===== config.mk =====
export PLATFORM = sky130hd
export DESIGN_NAME = core_regs
export DESIGN_NICKNAME = d
export VERILOG_FILES = /design/src/logic/radar_pkg.sv /design/src/logic/core_regs.sv
export SDC_FILE = /design/constraint.sdc
export NUM_CORES = 1
export LEC_CHECK = 0
export BUFFER_PORTS_ARGS = -buffer_cell sky130_fd_sc_hd__buf_4
export CORE_MARGIN = 10
export CORE_UTILIZATION = 50
export DETAILED_ROUTE_END_ITERATION = 10
export PLACE_DENSITY = 0.94
export SYNTH_ARGS = -nofsm -noshare
export SYNTH_HDL_FRONTEND = slang
export SYNTH_SLANG_ARGS = --single-unit

===== constraint.sdc =====
create_clock -name ce_clk -period 14.2 [get_ports ce_clk]
set_input_delay 0 -clock ce_clk [delete_from_list [all_inputs] [get_ports ce_clk]]
set_output_delay 0 -clock ce_clk [all_outputs]
set_load 0.02 [all_outputs]

===== src/logic/radar_pkg.sv =====
/*
 * shared settings-bus constants for the radar control plane
 * register map, readback selectors and the payload structs
 */
`default_nettype none

package radar_pkg;

  //////////////////////////////////////////////////////////////////////
  // bus widths
  //////////////////////////////////////////////////////////////////////
  localparam int ADDR_W = 8;
  localparam int DATA_W = 32;
  // vita time and readback data
  localparam int TIME_W = 64;

  //////////////////////////////////////////////////////////////////////
  // settings register map
  //////////////////////////////////////////////////////////////////////
  // time staging words, loaded as {hi, lo}
  localparam logic [ADDR_W-1:0] SR_TIME_HI       = 8'd128;
  localparam logic [ADDR_W-1:0] SR_TIME_LO       = 8'd129;
  // bit 0 load now, bit 1 arm load on next pps
  localparam logic [ADDR_W-1:0] SR_TIME_CTRL     = 8'd130;
  // per-channel registers
  localparam logic [ADDR_W-1:0] SR_RB_ADDR       = 8'd140;
  localparam logic [ADDR_W-1:0] SR_SCRATCH       = 8'd141;
  // everything from here up leaves the block
  localparam logic [ADDR_W-1:0] SR_EXTERNAL_BASE = 8'd192;

  // readback source selectors, low data bits of SR_RB_ADDR
  localparam logic [ADDR_W-1:0] RB_VITA_TIME = 8'd0;
  localparam logic [ADDR_W-1:0] RB_LASTPPS   = 8'd1;
  localparam logic [ADDR_W-1:0] RB_SCRATCH   = 8'd2;

  //////////////////////////////////////////////////////////////////////
  // payloads
  //////////////////////////////////////////////////////////////////////
  // one settings write, 40 bits
  typedef struct packed {
    logic [ADDR_W-1:0] addr;
    logic [DATA_W-1:0] data;
  } set_req_t;

  // one readback response, 72 bits
  // addr echoes the selector that was requested
  typedef struct packed {
    logic [ADDR_W-1:0] addr;
    logic [TIME_W-1:0] data;
  } resp_t;

endpackage

`default_nettype wire

===== src/logic/core_regs.sv =====
/*
 * per-channel register block
 * scratch register and single-entry readback response
 */
`timescale 1ns/1ns
`default_nettype none

module core_regs (
  input  logic                         ce_clk,
  input  logic                         i_rst_n,
  input  radar_pkg::set_req_t          i_set,
  input  logic                         i_set_valid,
  input  logic                         i_set_ready,
  input  logic [radar_pkg::TIME_W-1:0] i_vita_time,
  input  logic [radar_pkg::TIME_W-1:0] i_vita_lastpps,
  output radar_pkg::resp_t             o_resp,
  output logic                         o_resp_valid,
  input  logic                         i_resp_ready
);

  logic                         set_fire;
  logic                         rb_req;
  logic                         rb_start;
  logic [radar_pkg::ADDR_W-1:0] rb_sel;
  logic [radar_pkg::TIME_W-1:0] rb_data;
  logic [radar_pkg::DATA_W-1:0] scratch_q;

  // same handshake the settings arbiter sees
  assign set_fire = i_set_valid && i_set_ready;
  assign rb_req   = set_fire && (i_set.addr == radar_pkg::SR_RB_ADDR);
  // low data bits pick the source
  assign rb_sel   = i_set.data[radar_pkg::ADDR_W-1:0];
  // requests during a pending response are lost
  assign rb_start = rb_req && !o_resp_valid;

  //////////////////////////////////////////////////////////////////////
  // readback source select
  //////////////////////////////////////////////////////////////////////
  always_comb begin
    case (rb_sel)
      radar_pkg::RB_VITA_TIME: rb_data = i_vita_time;
      radar_pkg::RB_LASTPPS:   rb_data = i_vita_lastpps;
      // scratch zero-extended to readback width
      radar_pkg::RB_SCRATCH: begin
        rb_data = {{(radar_pkg::TIME_W - radar_pkg::DATA_W){1'b0}}, scratch_q};
      end
      default:                 rb_data = '0;
    endcase
  end

  //////////////////////////////////////////////////////////////////////
  // registers
  //////////////////////////////////////////////////////////////////////
  always_ff @(posedge ce_clk) begin
    if (!i_rst_n) begin
      scratch_q    <= '0;
      o_resp_valid <= 1'b0;
    end else begin
      if (set_fire && i_set.addr == radar_pkg::SR_SCRATCH) begin
        scratch_q <= i_set.data;
      end
      // held until the response arbiter takes it
      if (rb_start) begin
        o_resp_valid <= 1'b1;
      end else if (o_resp_valid && i_resp_ready) begin
        o_resp_valid <= 1'b0;
      end
    end
  end

  // response payload, sampled at the request
  always_ff @(posedge ce_clk) begin
    if (rb_start) begin
      o_resp.addr <= rb_sel;
      o_resp.data <= rb_data;
    end
  end

endmodule

`default_nettype wire


## Yosys cells after proc, flatten, opt, wreduce, memory -nomap -nowiden

Index checks and enable logic that the tools add are counted.

| cells by class | value |
|---|---|
| add/subtract/negate cells | 0 |
| $mul | 0 |
| div/mod/pow operators | 0 |
| order comparisons | 0 |
| equality and inequality tests | 4 |
| shift-type cells | 0 |
| mux-type cells | 3 |
| bitwise logic cells | 0 |
| reduce and logical (&&, ||, !) cells | 8 |

Operators by type and width:

| operator | count |
|---|---|
| 64-bit case mux with 3 select lines | 1 |
| 8-bit equality test, second input constant | 2 |
| 8-bit by 1-bit equality test with 1-bit output, second input constant | 1 |
| 8-bit by 2-bit equality test with 1-bit output, second input constant | 1 |
| 8-bit logical NOT | 1 |
| 1-bit logical AND | 5 |
| 1-bit two-way mux | 2 |
| 2-bit nonzero test | 1 |
| 1-bit logical NOT | 1 |

| word-level totals | value |
|---|---|
| bits in registers | 105 |
| bits in latches | 0 |
| bits in writable memories | 0 |
| memory bits (read-only) | 0 |
| input bits | 173 |
| output and inout bits | 73 |
| memories kept | 0 |

## Longest topological paths before layout

Gate-level depths: netlist (run 1).

| logic depth | value |
|---|---|
| depth after elaboration | 4 |
| depth in mapped cells | 6 |
| gate-level depth less buffers | 3 |

## Worst setup path before layout (run 1)

No wires, ideal clock.

| path | value |
|---|---|
| path kind | input-to-reg |
| start | input port i_set[37] (netlist bit) |
| end | register o_resp[0] (netlist bit) (enable) |
| setup time | 0.591 ns |
| data arrival time | 5.352 ns |
| data required time | 13.609 ns |
| path slack | 8.257 ns |
| stages | 3 |
| buffers on the path | 0 |
| cell sequence | nor4b_4 -> nand3_1 -> nor3_1 |

| between the ends | value |
|---|---|
| longest elaborated chain between the ends | 3 |

Ends and longest elaborated chain:

| element | line | RTL |
|---|---|---|
| start: declaration | core_regs.sv:11 | `input radar_pkg::set_req_t i_set,` |
| 8-bit equality test | core_regs.sv:30 | `assign rb_req = set_fire && (i_set.addr == radar_pkg::SR_RB_ADDR);` |
| 1-bit logical AND | core_regs.sv:30 |  |
| 1-bit logical AND | core_regs.sv:34 | `assign rb_start = rb_req && !o_resp_valid;` |
| via rb_start | core_regs.sv:23 | `logic rb_start;` |
| end: declaration | core_regs.sv:16 | `output radar_pkg::resp_t o_resp,` |

The timed path passes the listed nets, and every way through them passes these cells.
A chain may end at the register's enable or synchronous reset.

## Worst setup path after layout (run 1)

| path | value |
|---|---|
| start | input port i_set[3] (netlist bit) |
| end | register o_resp[44] (netlist bit), data pin |

| between the ends | value |
|---|---|
| longest elaborated chain between the ends | 2 |
| elaborated cells between the ends (all ways) | 4 |

Ends and longest elaborated chain:

| element | line | RTL |
|---|---|---|
| 8-bit by 2-bit equality test with 1-bit output, or another cell as far along | core_regs.sv:40 | `case (rb_sel)` |
| 64-bit case mux with 3 select lines * | core_regs.sv:40 |  |
| via rb_data, one bit | core_regs.sv:25 | `logic [radar_pkg::TIME_W-1:0] rb_data;` |

The timed path passes the listed nets; every way through them passes the cells marked *.

==> flow_summary.toml, run 1 <==
[routing]
first_iter_violations = 438
firstDrtPassIters = 5
drc_errors = 0
vias = 4922
ant_nets = 0
viasPerCell = 5.439
wire_per_inst_um = 23.65
wirelength_um = 21400

[logic_synthesis]
yosys-top-cells-count = "nand2_1, mux2i_1, edfxtp_1, nor2_1, dfxtp_1"
yosysWarnings = 0
synth-edff-count = 72
synth_flop_cell = "edfxtp_1"
avgSynthCellArea_um2 = 11.22
ys_seq_area_frac = 0.5743
syn-num-nets = 611
synthCells = 438
yosysUniqueCellTypes = 21
synth.most_common_cell = "nand2_1"
synth_area_um2 = 4915
synth_area_leaders = "edfxtp_1, mux2i_1, dfxtp_1"
synth_seq_cells = 105
ys_async_sr_fraction = 0
netlist.area_leader.share = 0.4399
synth_largest_area_cell = "edfxtp_1"

[setup_path]
path_max_fanout = 32
regToRegSetupSlack_ns = 12.68
crit_end = "o_resp[44]"
arrival_ns = 2.66
timing.rr.start = "o_resp_valid"
crit_path_start_kind = "input pin"
timing.rr.end = "o_resp[30]"
startpoint = "i_set[3]"
cp.required_ns = 14.37
path_class = "input pin to flip-flop"
rr_worst_depth = 2
endpoint_kind = "flip-flop"

[timing]
hold_viol = 2
max_slew.worst_pin.slew_ns = 1.379
final-setup-viol-count = 0
whs_ns = -0.01040
slew_violations = 0
max_freq_mhz = 402.0
max_slew_margin = 0.07820
finalSetupTns_ns = 0
post-route-period-util = 0.1752
finClkSkew_ns = 0.02091
worst_slack_ns = 11.71
min_period_ns = 2.487
rsz0062_at_grt = "no"

[floorplan]
rows = 36
die_x_um = 119.1
dieArea_um2 = 14200
core_um2 = 9684
die_h_um = 119.1
start_util = 0.5075
pin_count = 246

[global_routing]
grt_pass1_vias = 5112
grt_max_degree = 68
grt_pass1_wl_um = 31110
antenna_found_initial = 0
grt.total_usage = 0.2841
grt_overflow_total = 0

[clock_tree]
clock_path_buffers = 2
clk_pin_slew_worst_paths_ns = 0.12
numCtsBuffers = 9
cts_root_buf = "clkbuf_8"
cts_tree = "yes"
htreeDepth = 3
clock_sinks = 105
clk_latency_ns = 0.39

[min_path]
hp-class = "input pin to flip-flop"

[cells_and_area]
final_layout_size_suffix_gt1_frac = 0.3860
finalNonFillerCells = 905
area_growth_pct = 62.55
diodes = 0
layout.nets = 940

[outcome]
violations = "negative hold slack"
status = "finished with violations"

[placement]
portBuffers = 245
dp_cells = 788
gp_congestion = 0.7965
place_hpwl_um = 12970
place_ws_ns = 12.08

[power]
p_per_area_nw_per_um2 = 77.98
leakage_nw = 3.439
vdd_ir_drop_max_mv = 0.04876

[job]
drv_cap = 0
-- report_power, final --
part           leakage (nW)  switching (W)  total (W)  internal, W
Sequential            0.779    0.000000145   0.000323     0.000323
Clock                 0.101       0.000109   0.000200    0.0000916
Combinational          2.56      0.0000368  0.0000995    0.0000627
-- how the worst min path moves through the flow --
stage | startpoint | slack (ns) | endpoint | cells after the start
after CTS | i_vita_time[44] | 0.0004 | o_resp[44] | 3
final | i_vita_lastpps[27] | -0.01 | o_resp[27] | 3
after global placement | i_set[3] | 0.20 | o_resp[67] | 1
after floorplan | i_set[0] | 0.1 | o_resp[64] | 0
after global routing | i_vita_lastpps[27] | -0.008 | o_resp[27] | 3
after detailed placement | i_set[6] | 0.20 | o_resp[70] | 1
-- layout make-up --
class | instances | area [um^2]
timing repair buffer | 349 | 2873
multi-input combinational | 302 | 1922
clock buffer | 12 | 155.1
tap | 133 | 166.4
clock inverter | 4 | 50.05
sequential | 105 | 2823
fill | 477 | 1695
-- cells in the final DEF (no fill, tap or decap) --
master	count
buf_4	248
dlygate4sd3_1	101
nand2_1	98
mux2i_1	96
edfxtp_1	72
nor2_1	34
dfxtp_1	33
or2_2	32
a21oi_1	32
clkbuf_8	11
nand3b_1	2
and4b_1	1
nor4b_4	1
nand3_1	1
nor3_2	1
nor2b_2	1
nor4_1	1
nand4_4	1
o21ai_0	1
inv_6	1
bufinv_16	1
clkinvlp_4	1
clkinv_1	1
clkbuf_1	1
-- cells by family (layout without fill, tap and decap cells) --
| logic type | Yosys count | after routing | synth area share |
|---|---|---|---|
| AND/OR/NAND/NOR | 173 | 173 | 0.1604 |
| flip-flops | 105 | 105 | 0.5743 |
| multiplexers | 96 | 96 | 0.1955 |
| AO/OA/AOI/OAI | 33 | 33 | 0.03360 |
| buffers and inverters | 31 | 365 | 0.03615 |
-- sequential cells by signal (all words and copies together), names as in the netlist --
name,cells
o_resp,72
o_resp_valid,1
scratch_q,32
-- worst max-delay path, stage by stage --
cell and delay, ns:
dlygate4sd3_1 0.58, buf_4 0.16, nor4_1 0.37, nand3b_1 1.00, nor2_1 0.54
-- routing by layer --
metal,share of wire,vias up,track usage
li1,-,2163,-
met1,0.36,2348,0.2993
met2,0.50,349,0.4979
met3,0.094,62,0.08314
met4,0.046,0,0.1595
met5,0,-,0
-- per-stage QoR --
stage	cell area [um^2]	util	hold WS [ns]	power, W
after floorplan	4915	-	0.09887	0.0003581
after global placement	6773	0.6994	0.1973	0.0003981
after detailed placement	6773	0.6994	0.1993	0.0004003
after CTS	7969	0.8229	0.0004289	0.0006106
after global routing	7989	0.8249	-0.008389	0.0006435
final	7989	0.8249	-0.01040	0.0006229
-- what timing repair did --
item	CTS	global route
hold buffers	99	2
resized for setup	0	0
setup endpoints to repair	0	0
endpoints found under the hold margin	84	2
buffers inserted	0	0
No activity file was read; power rests on OpenSTA's default activity.
==> run 2: changes to the inputs <==
--- a/config.mk
+++ b/config.mk
@@ -7,9 +7,9 @@
 export LEC_CHECK = 0
 export BUFFER_PORTS_ARGS = -buffer_cell sky130_fd_sc_hd__buf_4
 export CORE_MARGIN = 10
-export CORE_UTILIZATION = 50
+export CORE_UTILIZATION = 46
 export DETAILED_ROUTE_END_ITERATION = 10
-export PLACE_DENSITY = 0.94
+export PLACE_DENSITY = 0.88
 export SYNTH_ARGS = -nofsm -noshare
 export SYNTH_HDL_FRONTEND = slang
 export SYNTH_SLANG_ARGS = --single-unit
==> constraint.sdc (replaced) <==
create_clock -name ce_clk -period 2.4 [get_ports ce_clk]
set_input_delay 0 -clock ce_clk [delete_from_list [all_inputs] [get_ports ce_clk]]
set_output_delay 0 -clock ce_clk [all_outputs]
set_load 0.02 [all_outputs]
==> run 2 against run 1 <==
The flow now finishes without violations. Register-to-register slack lost 12 ns. Clock-buffer cell count stayed put. Power grew to 5.9 times the previous value. Critical path depth rose by 1. Clock skew down 0.015 ns. First-iteration DRC count down 13%. Hold slack better by 0.021 ns. Flip-flop and latch count stayed put. Clock power rose to 5.8 times the previous value. Setup slack worse by 11 ns. Non-clock buffer count rose by 18.
==> flow_summary.toml, run 2 (synthesized netlist as in run 1, its figures left out) <==
[placement]
placed_cell_area_um2 = 6825
place_hpwl_um = 12360
gp_congestion = 0.9422
portBuffers = 245

[setup_path]
timing.rr.end = "o_resp[44]"
cp.required_ns = 2.60
arrival_ns = 2.01
regToRegSetupSlack_ns = 0.92
crit_path_start_kind = "input pin"
rr_worst_depth = 2
timing.rr.start = "o_resp_valid"
path_max_fanout = 20
path_class = "input pin to flip-flop"
endpoint_kind = "flip-flop"

[cells_and_area]
final_cell_mix = "buf_4, dlygate4sd3_1, nand2_1"
final_common_cell = "buf_4"
layout.nets = 958
regArea_um2 = 2823
largest_register_ffs = 72
final_layout_size_suffix_gt1_frac = 0.3835
multi_input_area_um2 = 1933
area_growth_pct = 66.32
regMostFlops = "o_resp"
final_area_um2 = 8174
fillers = 584
largest_registers = "o_resp (72), scratch_q (32), o_resp_valid (1)"

[clock_tree]
cts_root_buf = "clkbuf_8"
clk_latency_ns = 0.35
clock_sinks = 105
clock_path_buffers = 2
numCtsBuffers = 9
clk_pin_slew_worst_paths_ns = 0.09
htreeDepth = 3
post-cts-setup-buffers = 0
cts_tree = "yes"

[floorplan]
dieArea_um2 = 15220
start_util = 0.4739
die_h_um = 123.4
die_x_um = 123.4
pin_count = 246
core_um2 = 10370
rows = 37

[routing]
first_iter_violations = 383
ant_nets = 0
vias = 4781
firstDrtPassIters = 5
wirelength_um = 19260
viasPerCell = 5.157
wire_per_inst_um = 20.78
drc_errors = 0

[global_routing]
grt_overflow_total = 0
grt_max_degree = 67
antenna_found_initial = 1
grt_pass1_vias = 5125
grt.total_usage = 0.2431
grt_pass1_wl_um = 28510

[timing]
max_slew.worst_pin.slew_ns = 0.8571
hold_viol = 0
final-setup-viol-count = 0
post-route-period-util = 0.7546
finClkSkew_ns = 0.006333
finalSetupTns_ns = 0
min_period_ns = 1.811
max_slew_margin = 0.4286
rsz0062_at_grt = "no"
max_freq_mhz = 552.2
slew_violations = 0

[min_path]
hold_end = "o_resp[27]"
hold_depth = 3
min_from = "i_vita_lastpps[27]"
hp-class = "input pin to flip-flop"

[job]
drv_cap = 0

[power]
p_per_area_nw_per_um2 = 450.8
vdd_ir_drop_max_mv = 0.3125
leakage_nw = 3.517

[outcome]
status = "completed"
[run 2: cell type report]
cell class / count / area share
timing repair buffer: 367 / 0.3720
antenna: 1 / 0.0003061
tap: 136 / 0.02082
clock inverter: 4 / 0.008572
multi-input combinational: 302 / 0.2365
sequential: 105 / 0.3453
clock buffer: 12 / 0.01653
[run 2: what timing repair did]
action                                  in CTS  in global routing
endpoints found under the setup margin       0                  0
gates resized for setup                      0                  0
hold endpoints to repair                    87                  1
hold buffers                               113                  1
[run 2: worst max-delay path by stage]
stage	start	end	slack [ns]	depth (start not counted)
after detailed placement	i_set[37]	o_resp[57]	0.71	5
after floorplan	i_set[37]	o_resp[0]	-0.24	3
final	i_set[2]	o_resp[16]	0.59	6
after CTS	i_set[2]	o_resp[29]	0.62	6
after global placement	i_set[37]	o_resp[57]	0.75	5
after global routing	i_set[2]	o_resp[29]	0.49	6
[run 2: power breakdown]
part | switching, W | internal [W] | total (W) | leakage, nW
sequential | 0.000000705 | 0.00191 | 0.00191 | 0.779
combinational | 0.000215 | 0.000393 | 0.000607 | 2.63
clock | 0.000577 | 0.000587 | 0.00116 | 0.104
[run 2: layer usage]
layer  routed length, um  vias up  GRT usage
li1                    -     2203          -
met4                 505        0    0.09461
met1                6962     2246     0.2704
met2                9453      303     0.4085
met3                2342       29    0.09936
met5                   0        -          0
[run 2: per-stage QoR]
stage,util,std cells,hold WS [ns],total power [W],setup WS [ns]
floorplan,-,438,0.09887,0.002119,-0.2361
global placement,0.6582,796,0.1961,0.002365,0.7467
detailed placement,0.6582,796,0.1988,0.002374,0.7069
CTS,0.7870,925,0.001290,0.003680,0.6175
global route,0.7882,927,0.002664,0.003813,0.4944
finish,0.7882,927,0.01061,0.003685,0.5891
[run 2: worst max-delay path, cell delays in order]
cell and delay [ns]:
dlygate4sd3_1 0.55, buf_4 0.15, nor4_1 0.43, nand2_1 0.38, buf_4 0.33, a21oi_1 0.16
==> run 3: changes to the inputs <==
--- a/config.mk
+++ b/config.mk
@@ -5,11 +5,12 @@
 export SDC_FILE = /design/constraint.sdc
 export NUM_CORES = 1
 export LEC_CHECK = 0
+export ABC_AREA = 1
 export BUFFER_PORTS_ARGS = -buffer_cell sky130_fd_sc_hd__buf_4
 export CORE_MARGIN = 10
-export CORE_UTILIZATION = 46
+export CORE_UTILIZATION = 42
 export DETAILED_ROUTE_END_ITERATION = 10
-export PLACE_DENSITY = 0.88
+export PLACE_DENSITY = 0.84
 export SYNTH_ARGS = -nofsm -noshare
 export SYNTH_HDL_FRONTEND = slang
 export SYNTH_SLANG_ARGS = --single-unit
==> constraint.sdc (replaced) <==
create_clock -name ce_clk -period 1.5 [get_ports ce_clk]
set_input_delay 0 -clock ce_clk [delete_from_list [all_inputs] [get_ports ce_clk]]
set_output_delay 0 -clock ce_clk [all_outputs]
set_load 0.02 [all_outputs]
==> run 3 against run 2 <==
Clock-buffer cell count did not move. Cell area rose by 11%. Critical path type unchanged. Area after synthesis rose by 6.0%. Core utilization fell by 3.6 points. Largest power group unchanged. Power rose by 68%. Clock skew rose by 0.0020 ns. Register-to-register slack got worse by 0.78 ns.
==> flow_summary.toml, run 3 <==
[placement]
place_ws_ns = 0.1040
place_hpwl_um = 13010
portBuffers = 245
gp_congestion = 0.7814

[routing]
drc_errors = 0
viasPerCell = 5.102
firstDrtPassIters = 5
first_iter_violations = 658
wirelength_um = 23200
vias = 6066
wire_per_inst_um = 19.51
ant_nets = 0

[floorplan]
die_x_um = 131.4
pin_count = 246
start_util = 0.4318
dieArea_um2 = 17260
rows = 40
die_h_um = 131.4
core_um2 = 12060

[logic_synthesis]
netlist.area_leader.share = 0.4151
syn-num-nets = 800
synth_area_um2 = 5209
synthCells = 627
synth-edff-count = 72
yosys-top-cells-count = "nand2_1, nand3_1, inv_1, edfxtp_1, nor2_1"
synth_largest_area_cell = "edfxtp_1"
synth_flop_cell = "edfxtp_1"
avgSynthCellArea_um2 = 8.307
synth_seq_cells = 105
synth.most_common_cell = "nand2_1"
synth_area_leaders = "edfxtp_1, dfxtp_1, nand3_1"
yosysUniqueCellTypes = 19
ys_seq_area_frac = 0.5419
ys_async_sr_fraction = 0
yosysWarnings = 0

[cells_and_area]
largest_register_ffs = 72
final_layout_size_suffix_gt1_frac = 0.2866
final_util = 0.7526
final_common_cell = "buf_4"
regMostFlops = "o_resp"
largest_registers = "o_resp (72), scratch_q (32), o_resp_valid (1)"
area_growth_pct = 74.27
layout.nets = 1187
final_cell_mix = "buf_4, nand2_1, dlygate4sd3_1"

[timing]
max_freq_mhz = 673.0
min_period_ns = 1.486
hold_viol = 0
slew_violations = 0
post-route-period-util = 0.9906
worst_slack_ns = 0.01416
whs_ns = 0.003527
final-setup-viol-count = 0
max_slew.worst_pin.slew_ns = 0.4014
max_slew_margin = 0.7304
finClkSkew_ns = 0.008371

[clock_tree]
clk_latency_ns = 0.34
cts_tree = "yes"
clock_path_buffers = 2
clock_sinks = 105
htreeDepth = 3
clk_pin_slew_worst_paths_ns = 0.07
cts_root_buf = "clkbuf_16"
numCtsBuffers = 9

[setup_path]
path_class = "input pin to flip-flop"
critPathMaxStageDelay_ns = 0.57
rr_worst_depth = 4
cp.required_ns = 1.68
crit_path_start_kind = "input pin"
path_cells = "dlygate4sd3_1 > buf_4 > inv_1 > nand3_2 > inv_2 > buf_12 > nand3_1 > nand3_1"
crit_buf_inv = 5
crit_top_cell = "nand3_1"
crit_slowest_cell = "dlygate4sd3_1"
path_max_fanout = 57
timing.critical_path.max_delay_family = "buffers and inverters"
endpoint_kind = "flip-flop"
cp.depth = 8
arrival_ns = 1.67

[min_path]
hold_depth = 5
hp-class = "input pin to flip-flop"

[power]
p_per_area_nw_per_um2 = 680.4
vdd_ir_drop_max_mv = 0.3796
leakage_nw = 4.197

[global_routing]
grt.total_usage = 0.2500
grt_max_degree = 58
grt_pass1_wl_um = 34950
grt_pass1_vias = 6074
antenna_found_initial = 2
grt_overflow_total = 0

[outcome]
status = "completed"

[job]
drv_cap = 0
run 3: cell types whose count changed after synthesis, moves of 4 or more:
cell,previous run,this run
buf_2,10,22
or2_2,32,1
nand3_1,1,131
a21oi_1,32,0
clkbuf_1,13,0
buf_6,6,10
buf_4,1,5
inv_1,0,102
mux2i_1,96,0
nand4_1,0,33
nand2_1,98,167
run 3: cell type report:
cell class              count  area (um^2)
repair buffers            417         3642
fillers                   737         2984
flip-flops and latches    105         2824
multi-input cells         377         1740
inverters                 104        390.4
clock buffers              12        236.5
well taps                 168        210.2
clock inverters             4        28.78
diodes                      2        5.005
run 3: per-layer routing:
metal | up-vias | wire (um) | track usage
met4 | 0 | 673 | 0.08158
met5 | - | 0 | 0
met1 | 2790 | 8825 | 0.2972
met3 | 53 | 2420 | 0.07355
li1 | 2802 | - | -
met2 | 421 | 11280 | 0.4234
run 3: what timing repair did:
action | in CTS | in global routing
buffers inserted | 0 | 2
hold buffers | 154 | 0
setup endpoints to repair | 0 | 7
endpoints found under the hold margin | 94 | 0
gates resized for setup | 0 | 2
run 3: final timing paths:
check | end | from | slack (ns)
worst max-delay path | o_resp[23] | i_set[7] | 0.01
worst min register to register | scratch_q[31] | scratch_q[31] | 0.51
worst min-delay path | scratch_q[26] | i_set[26] | 0.004
worst max register to register | o_resp[36] | o_resp_valid | 0.14
run 3: cell families after synthesis:
group,synth area share
flops,0.5419
compound gates,0.001442
buf+inv,0.1278
simple gates,0.3289
run 3: metrics by stage:
| step | cell area, um^2 | power (W) | setup TNS [ns] | std cells |
|---|---|---|---|---|
| 6_report | 9077 | 0.006177 | 0 | 1189 |
| 5_1_grt | 9077 | 0.006374 | -0.05655 | 1189 |
| 4_1_cts | 8989 | 0.006153 | 0 | 1183 |
| 3_5_place_dp | 7182 | 0.003669 | 0 | 1013 |
| 3_3_place_gp | 7182 | 0.003658 | 0 | 1013 |
| 2_1_floorplan | 5228 | 0.003278 | -122.20 | 627 |
run 3: power breakdown:
part	internal (W)	switching [W]	leakage (nW)	total (W)
Combinational	0.000601	0.000335	3.15	0.000936
Sequential	0.00306	0.00000104	0.928	0.00306
Clock	0.00113	0.00105	0.123	0.00218
Total	0.00479	0.00138	4.20	0.00618
run 3: worst min-delay path, cell delays in order:
cell and delay (ns):
buf_4 0.08, inv_1 0.03, nand4_1 0.07, nand2_1 0.05, nor2_1 0.08
